**src/rtl/mwr_tx_pkg.sv**
```systemverilog
package mwr_tx_pkg;

  // TLP header DW0 fields
  localparam logic [2:0] MWR_FMT_3DW_DATA  = 3'b010;  // 3DW header with data
  localparam logic [2:0] MWR_FMT_4DW_DATA  = 3'b011;  // 4DW header with data
  localparam logic [4:0] MWR_TYPE_MEM      = 5'b00000;  // Memory request
  localparam logic [1:0] MWR_ATTR_NO_SNOOP = 2'b01;
  localparam logic [9:0] MWR_LENGTH_DW     = 10'd1;  // Single DW payload

  // Header DW1 byte enables for a full first DW only
  localparam logic [3:0] MWR_FIRST_BE = 4'hf;
  localparam logic [3:0] MWR_LAST_BE  = 4'h0;

  // Stall cycles before a TLP is abandoned
  localparam logic [15:0] TX_TIMEOUT_CYCLES = 16'd64;

  // One host write request
  typedef struct packed {
    logic [63:0] addr;
    logic [31:0] data;
  } mwr_req_t;

  // TLP image handed from decode to the framer
  typedef struct packed {
    logic [2:0][63:0] beat;
    logic [1:0]       num_beats;   // 2 or 3
    logic             last_rem_n;  // Low when the last beat is full
  } tlp_frame_t;

  // Completion status and statistics seen by the host
  typedef struct packed {
    logic        timed_out;
    logic [31:0] tx_count;
    logic [31:0] drop_count;
    logic [31:0] timeout_count;
  } tx_status_t;

endpackage
```
**src/rtl/mwr_tx_top.sv**
```systemverilog
`timescale 1ns/10ps

module mwr_tx_top (
  input  logic                   trn_clk,
  input  logic                   reset,
  input  logic                   req,
  input  mwr_tx_pkg::mwr_req_t   mwr_req,
  input  logic [7:0]             cfg_bus_number,
  input  logic [4:0]             cfg_device_number,
  input  logic [2:0]             cfg_function_number,
  output logic                   ack,
  output mwr_tx_pkg::tx_status_t status,
  input  logic                   trn_lnk_up_n,
  input  logic [5:0]             trn_tbuf_av,
  input  logic                   trn_tdst_rdy_n,
  input  logic                   trn_terr_drop_n,
  output logic                   trn_cyc_n,
  output logic [63:0]            trn_td,
  output logic                   trn_tsof_n,
  output logic                   trn_teof_n,
  output logic                   trn_trem_n,
  output logic                   trn_tsrc_rdy_n
);

  import mwr_tx_pkg::*;

  logic       busy;
  logic       frame_start;
  tlp_frame_t frame;
  logic       tx_done;
  logic       tx_timed_out;

  mwr_decode u_decode (
    .trn_clk             (trn_clk),
    .reset               (reset),
    .req                 (req),
    .mwr_req             (mwr_req),
    .busy                (busy),
    .cfg_bus_number      (cfg_bus_number),
    .cfg_device_number   (cfg_device_number),
    .cfg_function_number (cfg_function_number),
    .frame_start         (frame_start),
    .frame               (frame)
  );

  trn_tx_framer u_framer (
    .trn_clk        (trn_clk),
    .reset          (reset),
    .frame_start    (frame_start),
    .frame          (frame),
    .trn_lnk_up_n   (trn_lnk_up_n),
    .trn_tbuf_av    (trn_tbuf_av),
    .trn_tdst_rdy_n (trn_tdst_rdy_n),
    .trn_cyc_n      (trn_cyc_n),
    .trn_td         (trn_td),
    .trn_tsof_n     (trn_tsof_n),
    .trn_teof_n     (trn_teof_n),
    .trn_trem_n     (trn_trem_n),
    .trn_tsrc_rdy_n (trn_tsrc_rdy_n),
    .tx_done        (tx_done),
    .tx_timed_out   (tx_timed_out)
  );

  tx_result u_result (
    .trn_clk         (trn_clk),
    .reset           (reset),
    .req             (req),
    .tx_done         (tx_done),
    .tx_timed_out    (tx_timed_out),
    .trn_terr_drop_n (trn_terr_drop_n),
    .busy            (busy),
    .ack             (ack),
    .status          (status)
  );

endmodule

```
**src/rtl/tx_result.sv**
```systemverilog
`timescale 1ns/10ps

module tx_result (
  input  logic                   trn_clk,
  input  logic                   reset,
  input  logic                   req,
  input  logic                   tx_done,
  input  logic                   tx_timed_out,
  input  logic                   trn_terr_drop_n,
  output logic                   busy,
  output logic                   ack,
  output mwr_tx_pkg::tx_status_t status
);

  logic release_hs;

  // Host has dropped req after seeing ack
  assign release_hs = ack & ~req;

  always_ff @(posedge trn_clk) begin
    if (reset) begin
      busy <= 1'b0;
      ack  <= 1'b0;
    end else begin
      if (!busy && req) begin
        busy <= 1'b1;
      end else if (release_hs) begin
        busy <= 1'b0;  // Falls together with ack
      end

      if (tx_done) begin
        ack <= 1'b1;
      end else if (release_hs) begin
        ack <= 1'b0;
      end
    end
  end

  always_ff @(posedge trn_clk) begin
    if (reset) begin
      status <= '0;
    end else begin
      if (tx_done) begin
        status.timed_out <= tx_timed_out;  // Held while ack is high
        if (tx_timed_out) begin
          status.timeout_count <= status.timeout_count + 32'd1;
        end else begin
          status.tx_count <= status.tx_count + 32'd1;
        end
      end
      // Each low cycle from the core is one dropped TLP
      if (!trn_terr_drop_n) begin
        status.drop_count <= status.drop_count + 32'd1;
      end
    end
  end

endmodule

```
**src/rtl/trn_tx_framer.sv**
```systemverilog
`timescale 1ns/10ps

module trn_tx_framer (
  input  logic                   trn_clk,
  input  logic                   reset,
  input  logic                   frame_start,
  input  mwr_tx_pkg::tlp_frame_t frame,
  input  logic                   trn_lnk_up_n,
  input  logic [5:0]             trn_tbuf_av,
  input  logic                   trn_tdst_rdy_n,
  output logic                   trn_cyc_n,
  output logic [63:0]            trn_td,
  output logic                   trn_tsof_n,
  output logic                   trn_teof_n,
  output logic                   trn_trem_n,
  output logic                   trn_tsrc_rdy_n,
  output logic                   tx_done,
  output logic                   tx_timed_out
);

  import mwr_tx_pkg::*;

  typedef enum logic [1:0] {
    S_IDLE,
    S_WAIT,  // Bus owned while waiting for link and buffer space
    S_SEND
  } state_t;

  state_t     state;
  tlp_frame_t frame_q;
  logic [1:0] beat_idx;
  logic [1:0] next_idx;
  logic [15:0] stall_cnt;
  logic       link_ok;
  logic       accept;
  logic       last_beat;
  logic       next_last;

  assign link_ok   = ~trn_lnk_up_n & (trn_tbuf_av != 6'd0);
  assign accept    = ~trn_tsrc_rdy_n & ~trn_tdst_rdy_n;
  assign next_idx  = beat_idx + 2'd1;
  assign last_beat = (beat_idx == frame_q.num_beats - 2'd1);
  assign next_last = (next_idx == frame_q.num_beats - 2'd1);

  always_ff @(posedge trn_clk) begin
    if (reset) begin
      state          <= S_IDLE;
      beat_idx       <= 2'd0;
      stall_cnt      <= '0;
      trn_cyc_n      <= 1'b1;
      trn_tsof_n     <= 1'b1;
      trn_teof_n     <= 1'b1;
      trn_trem_n     <= 1'b1;
      trn_tsrc_rdy_n <= 1'b1;
      tx_done        <= 1'b0;
      tx_timed_out   <= 1'b0;
    end else begin
      tx_done      <= 1'b0;
      tx_timed_out <= 1'b0;
      case (state)
        S_IDLE: begin
          if (frame_start) begin
            state     <= S_WAIT;
            trn_cyc_n <= 1'b0;
          end
        end
        S_WAIT: begin
          if (link_ok) begin
            // Beat 0 never ends the frame since a TLP has at least two beats
            state          <= S_SEND;
            beat_idx       <= 2'd0;
            stall_cnt      <= '0;
            trn_tsof_n     <= 1'b0;
            trn_teof_n     <= 1'b1;
            trn_trem_n     <= 1'b0;
            trn_tsrc_rdy_n <= 1'b0;
          end
        end
        S_SEND: begin
          if (accept) begin
            stall_cnt <= '0;
            if (last_beat) begin
              state          <= S_IDLE;
              trn_cyc_n      <= 1'b1;
              trn_tsrc_rdy_n <= 1'b1;
              trn_tsof_n     <= 1'b1;
              trn_teof_n     <= 1'b1;
              trn_trem_n     <= 1'b1;
              tx_done        <= 1'b1;
            end else begin
              beat_idx   <= next_idx;
              trn_tsof_n <= 1'b1;
              trn_teof_n <= ~next_last;
              trn_trem_n <= next_last ? frame_q.last_rem_n : 1'b0;
            end
          end else if (stall_cnt == TX_TIMEOUT_CYCLES - 16'd1) begin
            // Give up on this TLP and free the bus
            state          <= S_IDLE;
            stall_cnt      <= '0;
            trn_cyc_n      <= 1'b1;
            trn_tsrc_rdy_n <= 1'b1;
            trn_tsof_n     <= 1'b1;
            trn_teof_n     <= 1'b1;
            trn_trem_n     <= 1'b1;
            tx_done        <= 1'b1;
            tx_timed_out   <= 1'b1;
          end else begin
            stall_cnt <= stall_cnt + 16'd1;  // Current beat held unchanged
          end
        end
        default: state <= S_IDLE;
      endcase
    end
  end

  always_ff @(posedge trn_clk) begin
    if (frame_start && state == S_IDLE) begin
      frame_q <= frame;
    end
    if (state == S_WAIT && link_ok) begin
      trn_td <= frame_q.beat[0];
    end else if (state == S_SEND && accept && !last_beat) begin
      trn_td <= frame_q.beat[next_idx];
    end
  end

endmodule

```
**src/rtl/mwr_decode.sv**
```systemverilog
`timescale 1ns/10ps

module mwr_decode (
  input  logic                   trn_clk,
  input  logic                   reset,
  input  logic                   req,
  input  mwr_tx_pkg::mwr_req_t   mwr_req,
  input  logic                   busy,
  input  logic [7:0]             cfg_bus_number,
  input  logic [4:0]             cfg_device_number,
  input  logic [2:0]             cfg_function_number,
  output logic                   frame_start,
  output mwr_tx_pkg::tlp_frame_t frame
);

  import mwr_tx_pkg::*;

  logic       accept;
  logic       is_low_4gb;
  logic [15:0] req_id;
  logic [31:0] hdr_dw0;
  logic [31:0] hdr_dw1;
  tlp_frame_t next_frame;

  // Result stage raises busy on the same edge so accept lasts one cycle
  assign accept     = req & ~busy;
  assign is_low_4gb = (mwr_req.addr[63:32] == 32'h0);
  assign req_id     = {cfg_bus_number, cfg_device_number, cfg_function_number};

  assign hdr_dw0 = {
    is_low_4gb ? MWR_FMT_3DW_DATA : MWR_FMT_4DW_DATA,
    MWR_TYPE_MEM,
    8'h00,              // Reserved bits and TC0
    2'b00,              // TD, EP
    MWR_ATTR_NO_SNOOP,
    2'b00,              // Untranslated address
    MWR_LENGTH_DW
  };

  assign hdr_dw1 = {req_id, 8'h00, MWR_LAST_BE, MWR_FIRST_BE};  // Tag is always 0

  always_comb begin
    next_frame         = '0;
    next_frame.beat[0] = {hdr_dw0, hdr_dw1};
    if (is_low_4gb) begin
      // Address and data share the second beat
      next_frame.beat[1]    = {mwr_req.addr[31:2], 2'b00, mwr_req.data};
      next_frame.num_beats  = 2'd2;
      next_frame.last_rem_n = 1'b0;
    end else begin
      next_frame.beat[1]    = {mwr_req.addr[63:2], 2'b00};
      next_frame.beat[2]    = {mwr_req.data, 32'h0};  // Only upper DW valid
      next_frame.num_beats  = 2'd3;
      next_frame.last_rem_n = 1'b1;
    end
  end

  always_ff @(posedge trn_clk) begin
    if (reset) begin
      frame_start <= 1'b0;
    end else begin
      frame_start <= accept;
    end
  end

  // Frame image handed to the framer with frame_start
  always_ff @(posedge trn_clk) begin
    if (accept) begin
      frame <= next_frame;
    end
  end

endmodule

```
**config.mk**
```make
export PLATFORM = sky130hd
export DESIGN_NAME = mwr_tx_top
export DESIGN_NICKNAME = d
export VERILOG_FILES = /design/src/rtl/mwr_tx_pkg.sv /design/src/rtl/mwr_tx_top.sv /design/src/rtl/tx_result.sv /design/src/rtl/trn_tx_framer.sv /design/src/rtl/mwr_decode.sv
export SDC_FILE = /design/constraint.sdc
export NUM_CORES = 1
export LEC_CHECK = 0
export ABC_AREA = 1
export BUFFER_PORTS_ARGS = -buffer_cell sky130_fd_sc_hd__buf_4
export CORE_MARGIN = 2
export CORE_UTILIZATION = 54
export CTS_CLUSTER_DIAMETER = 40
export DETAILED_ROUTE_END_ITERATION = 8
export PLACE_DENSITY = 0.77
export SLEW_MARGIN = 20
export SYNTH_ARGS = -nofsm -noshare
export SYNTH_HDL_FRONTEND = slang
export SYNTH_SLANG_ARGS = --single-unit
```
**constraint.sdc**
```tcl
create_clock -name trn_clk -period 9 [get_ports trn_clk]
set_clock_uncertainty 0.1 [all_clocks]
set_input_delay 0.9 -clock trn_clk [delete_from_list [all_inputs] [get_ports trn_clk]]
set_output_delay 0.9 -clock trn_clk [all_outputs]
set_load 0.05 [all_outputs]
```
==> out/qor.txt <==
Clock transition at path regs = 0.06 ns
Max-cap violations = 0
count of warnings emitted by yosys = 0
Pleak = 8.956 nW
CP Class = input port to flip-flop
crit-path max FO = 60
peak supply drop = 0.0001872 V
Cell Pwr Density = 237.3 nW/um2
post-route design area = 22,020 um2
hold_buf cts = 0
Post-synth EDFFs = 290
DP HPWL = 28,010 um
syn_nets = 1,975
hold depth = 0
layout cells sized above 1 = 19.90%
Die Ht = 185.1 um
RSZ-0062 raised after global routing = false
Primary FF master, synth = edfxtp_1
Fin Setup TNS = 0 ns
nets = 2,278
H-tree depth = 2
status = finished, final reports clean
Slew headroom = 36.13%
first-pass GRT wire length = 64,880 um
1st-pass router iterations = 5
count of pins over their slew limit = 0
Yosys top cell area share = 49.19%
die area = 34,250 um2
Post-Syn Area = 17,700 um2
Setup Buffers After CTS = 0
CTS tree = yes
syn avg cell area = 9.605 um2
die span in x = 185.1 um
dpl cell area = 20,310 um2
Seq. cell area = 11,250 um2
Clock Tree Buf Depth = 3
fillcell total = 2,430
post_cts resized = 0
FF+latch count, synth = 417
root buffer cell = clkbuf_16
initial antenna violation count = 0
Critical Path RT = 9.39 ns
setup violators final = 0
antenna viol nets, final = 0
final period utilization = 33.74%
area delta synth->final = 24.41%
num ports = 291
maximum clock rate = 329.3 MHz
initial DRC count = 960
pre-CTS setup slack = 5.411 ns
Via Count = 13,430
Port Buffers = 288
# DRC = 0
Clock Latency Late Sink = 0.57 ns
largest net degree at the start of global routing = 93
area of the multi-input gates = 5390 um2
Rows = 66
reg2reg path depth = 10
routability cong. = 0.8921
Min-Delay Path Class = flip-flop to flip-flop
worst slew pin tran = 0.9581 ns
vias in the first global route = 12,990
placed insts = 2,535
Final min period = 3.037 ns
sequential area share after synthesis = 63.56%
Worst EP arrival = 3.43 ns
area leader, netlist = edfxtp_1
setup ws final = 5.963 ns
routed wire length = 41,190 um
initial core utilization = 54.68%
Netlist cell types = 44
Overflow after GRT = 0
Post-synth ARST share = 0%
final hold violation count = 0
core area = 32,370 um2
Total GRT Usage = 24.19%
startpoint class of the critical path = input port
wire length per cell = 15.68 um
CP Capture Type = flip-flop
CTS sink cnt = 417
Synth area leaders = edfxtp_1 (49%), dfxtp_1 (14%), nand2_1 (11%)
Post-Syn Instances = 1,843
Num CTS Buffers = 51
post-route insts no fill = 2,628
# diodes = 0
Via density = 5.111
[registers in the layout, summed over array words and instances (netlist names)]
signal / count
u_result.busy: 1
u_result.status: 97
u_framer.beat_idx: 2
u_framer.stall_cnt: 16
u_framer.trn_tsof_n: 1
u_framer.trn_td: 64
u_framer.trn_tsrc_rdy_n: 1
u_decode.frame: 113
u_framer.trn_cyc_n: 1
u_framer.frame_q: 113
u_result.ack: 1
u_framer.trn_teof_n: 1
u_framer.tx_timed_out: 1
u_framer.tx_done: 1
u_framer.trn_trem_n: 1
u_decode.frame_start: 1
u_framer.state: 2
[synth_stat cells (all sizes together), types with 2 or more instances]
master and number:
o21ai 43, o21bai 2, nand3b 11, a31oi 2, nor2 260, or2 2, inv 230, dfxtp 127
nor3 29, xor2 11, buf 26, nand3 101, nand2 544, a22oi 3, a22o 29, ha 8
nor3b 3, nor4 9, xnor2 6, clkbuf 22, a21oi 58, nand4 23, edfxtp 290
[cell usage in the layout, fill, tap and decap left out, drive strengths merged]
cell type,n
o21ai,43
o21a,1
o2111ai,1
clkinvlp,4
a21oi,58
bufinv,5
nor3b,3
a22o,29
a31oi,2
nand4,23
buf,298
nor4,9
clkbuf,62
nand2,544
inv,235
nor2,260
o21bai,2
xor2,11
xnor2,6
nand3b,11
nor3,29
dfxtp,127
nand3,101
or2,2
a22oi,3
ha,8
clkinv,18
edfxtp,290
a21boi,1
[stage by stage]
stage               total power [mW]  utilization [%]  hold WS (ns)
floorplan                      2.951                -        0.3003
global placement               3.202            62.74        0.3002
detailed placement             3.228            62.74        0.3045
CTS                            5.267            68.03        0.3181
global route                   5.421            68.03        0.3201
finish                         5.226            68.03        0.3131
[where the power goes]
group / switching [mW] / total (mW) / internal (mW) / leakage [nW]
Sequential: 0.0570 / 2.32 / 2.26 / 3.72
Combinational: 0.618 / 0.867 / 0.249 / 4.40
Clock: 0.803 / 2.04 / 1.24 / 0.828
[worst max-delay path, stage by stage]
cell     delay, ns
buf_4         0.11
nor2_1        0.14
nand3_1       0.20
nand3_2       0.10
buf_4         0.60
nand2_1       0.65
nand2_1       0.24
nand2_2       0.15
inv_2         0.17
nand2_1       0.07
nor2_1        0.08
[area by class of cell]
cell class	count	share of cell area, %
clock buffers	62	6.221
clock inverters	31	1.568
inverters	231	3.983
multi-input cells	1147	24.47
flip-flops and latches	417	51.09
well taps	442	2.511
repair buffers	298	10.16
[layer usage]
metal | part of all wire [%] | global-route usage, %
met2 | 49 | 41.74
met4 | 2.5 | 7.841
met5 | 0 | 0
met3 | 8.5 | 4.915
met1 | 40 | 30.62
[cells by family after synthesis]
group                    count (synthesis)  synth area share, %
AO/OA/AOI/OAI                          140                4.729
XOR/XNOR                                17               0.8411
adder cells (fa/ha/maj)                  8               0.5655
buffers and inverters                  279                6.199
flip-flops                             417                63.56
AND/OR/NAND/NOR                        982                24.11
[path summary, 6_finish.rpt]
check	from	to	slack, ns
min	u_decode.frame[99]	u_framer.frame_q[99]	0.31
min reg2reg	u_decode.frame[99]	u_framer.frame_q[99]	0.31
max	trn_tbuf_av[5]	u_framer.stall_cnt[7]	5.96
max reg2reg	u_framer.state[1]	u_framer.stall_cnt[7]	6.12
(Power assumes the default switching activity.)
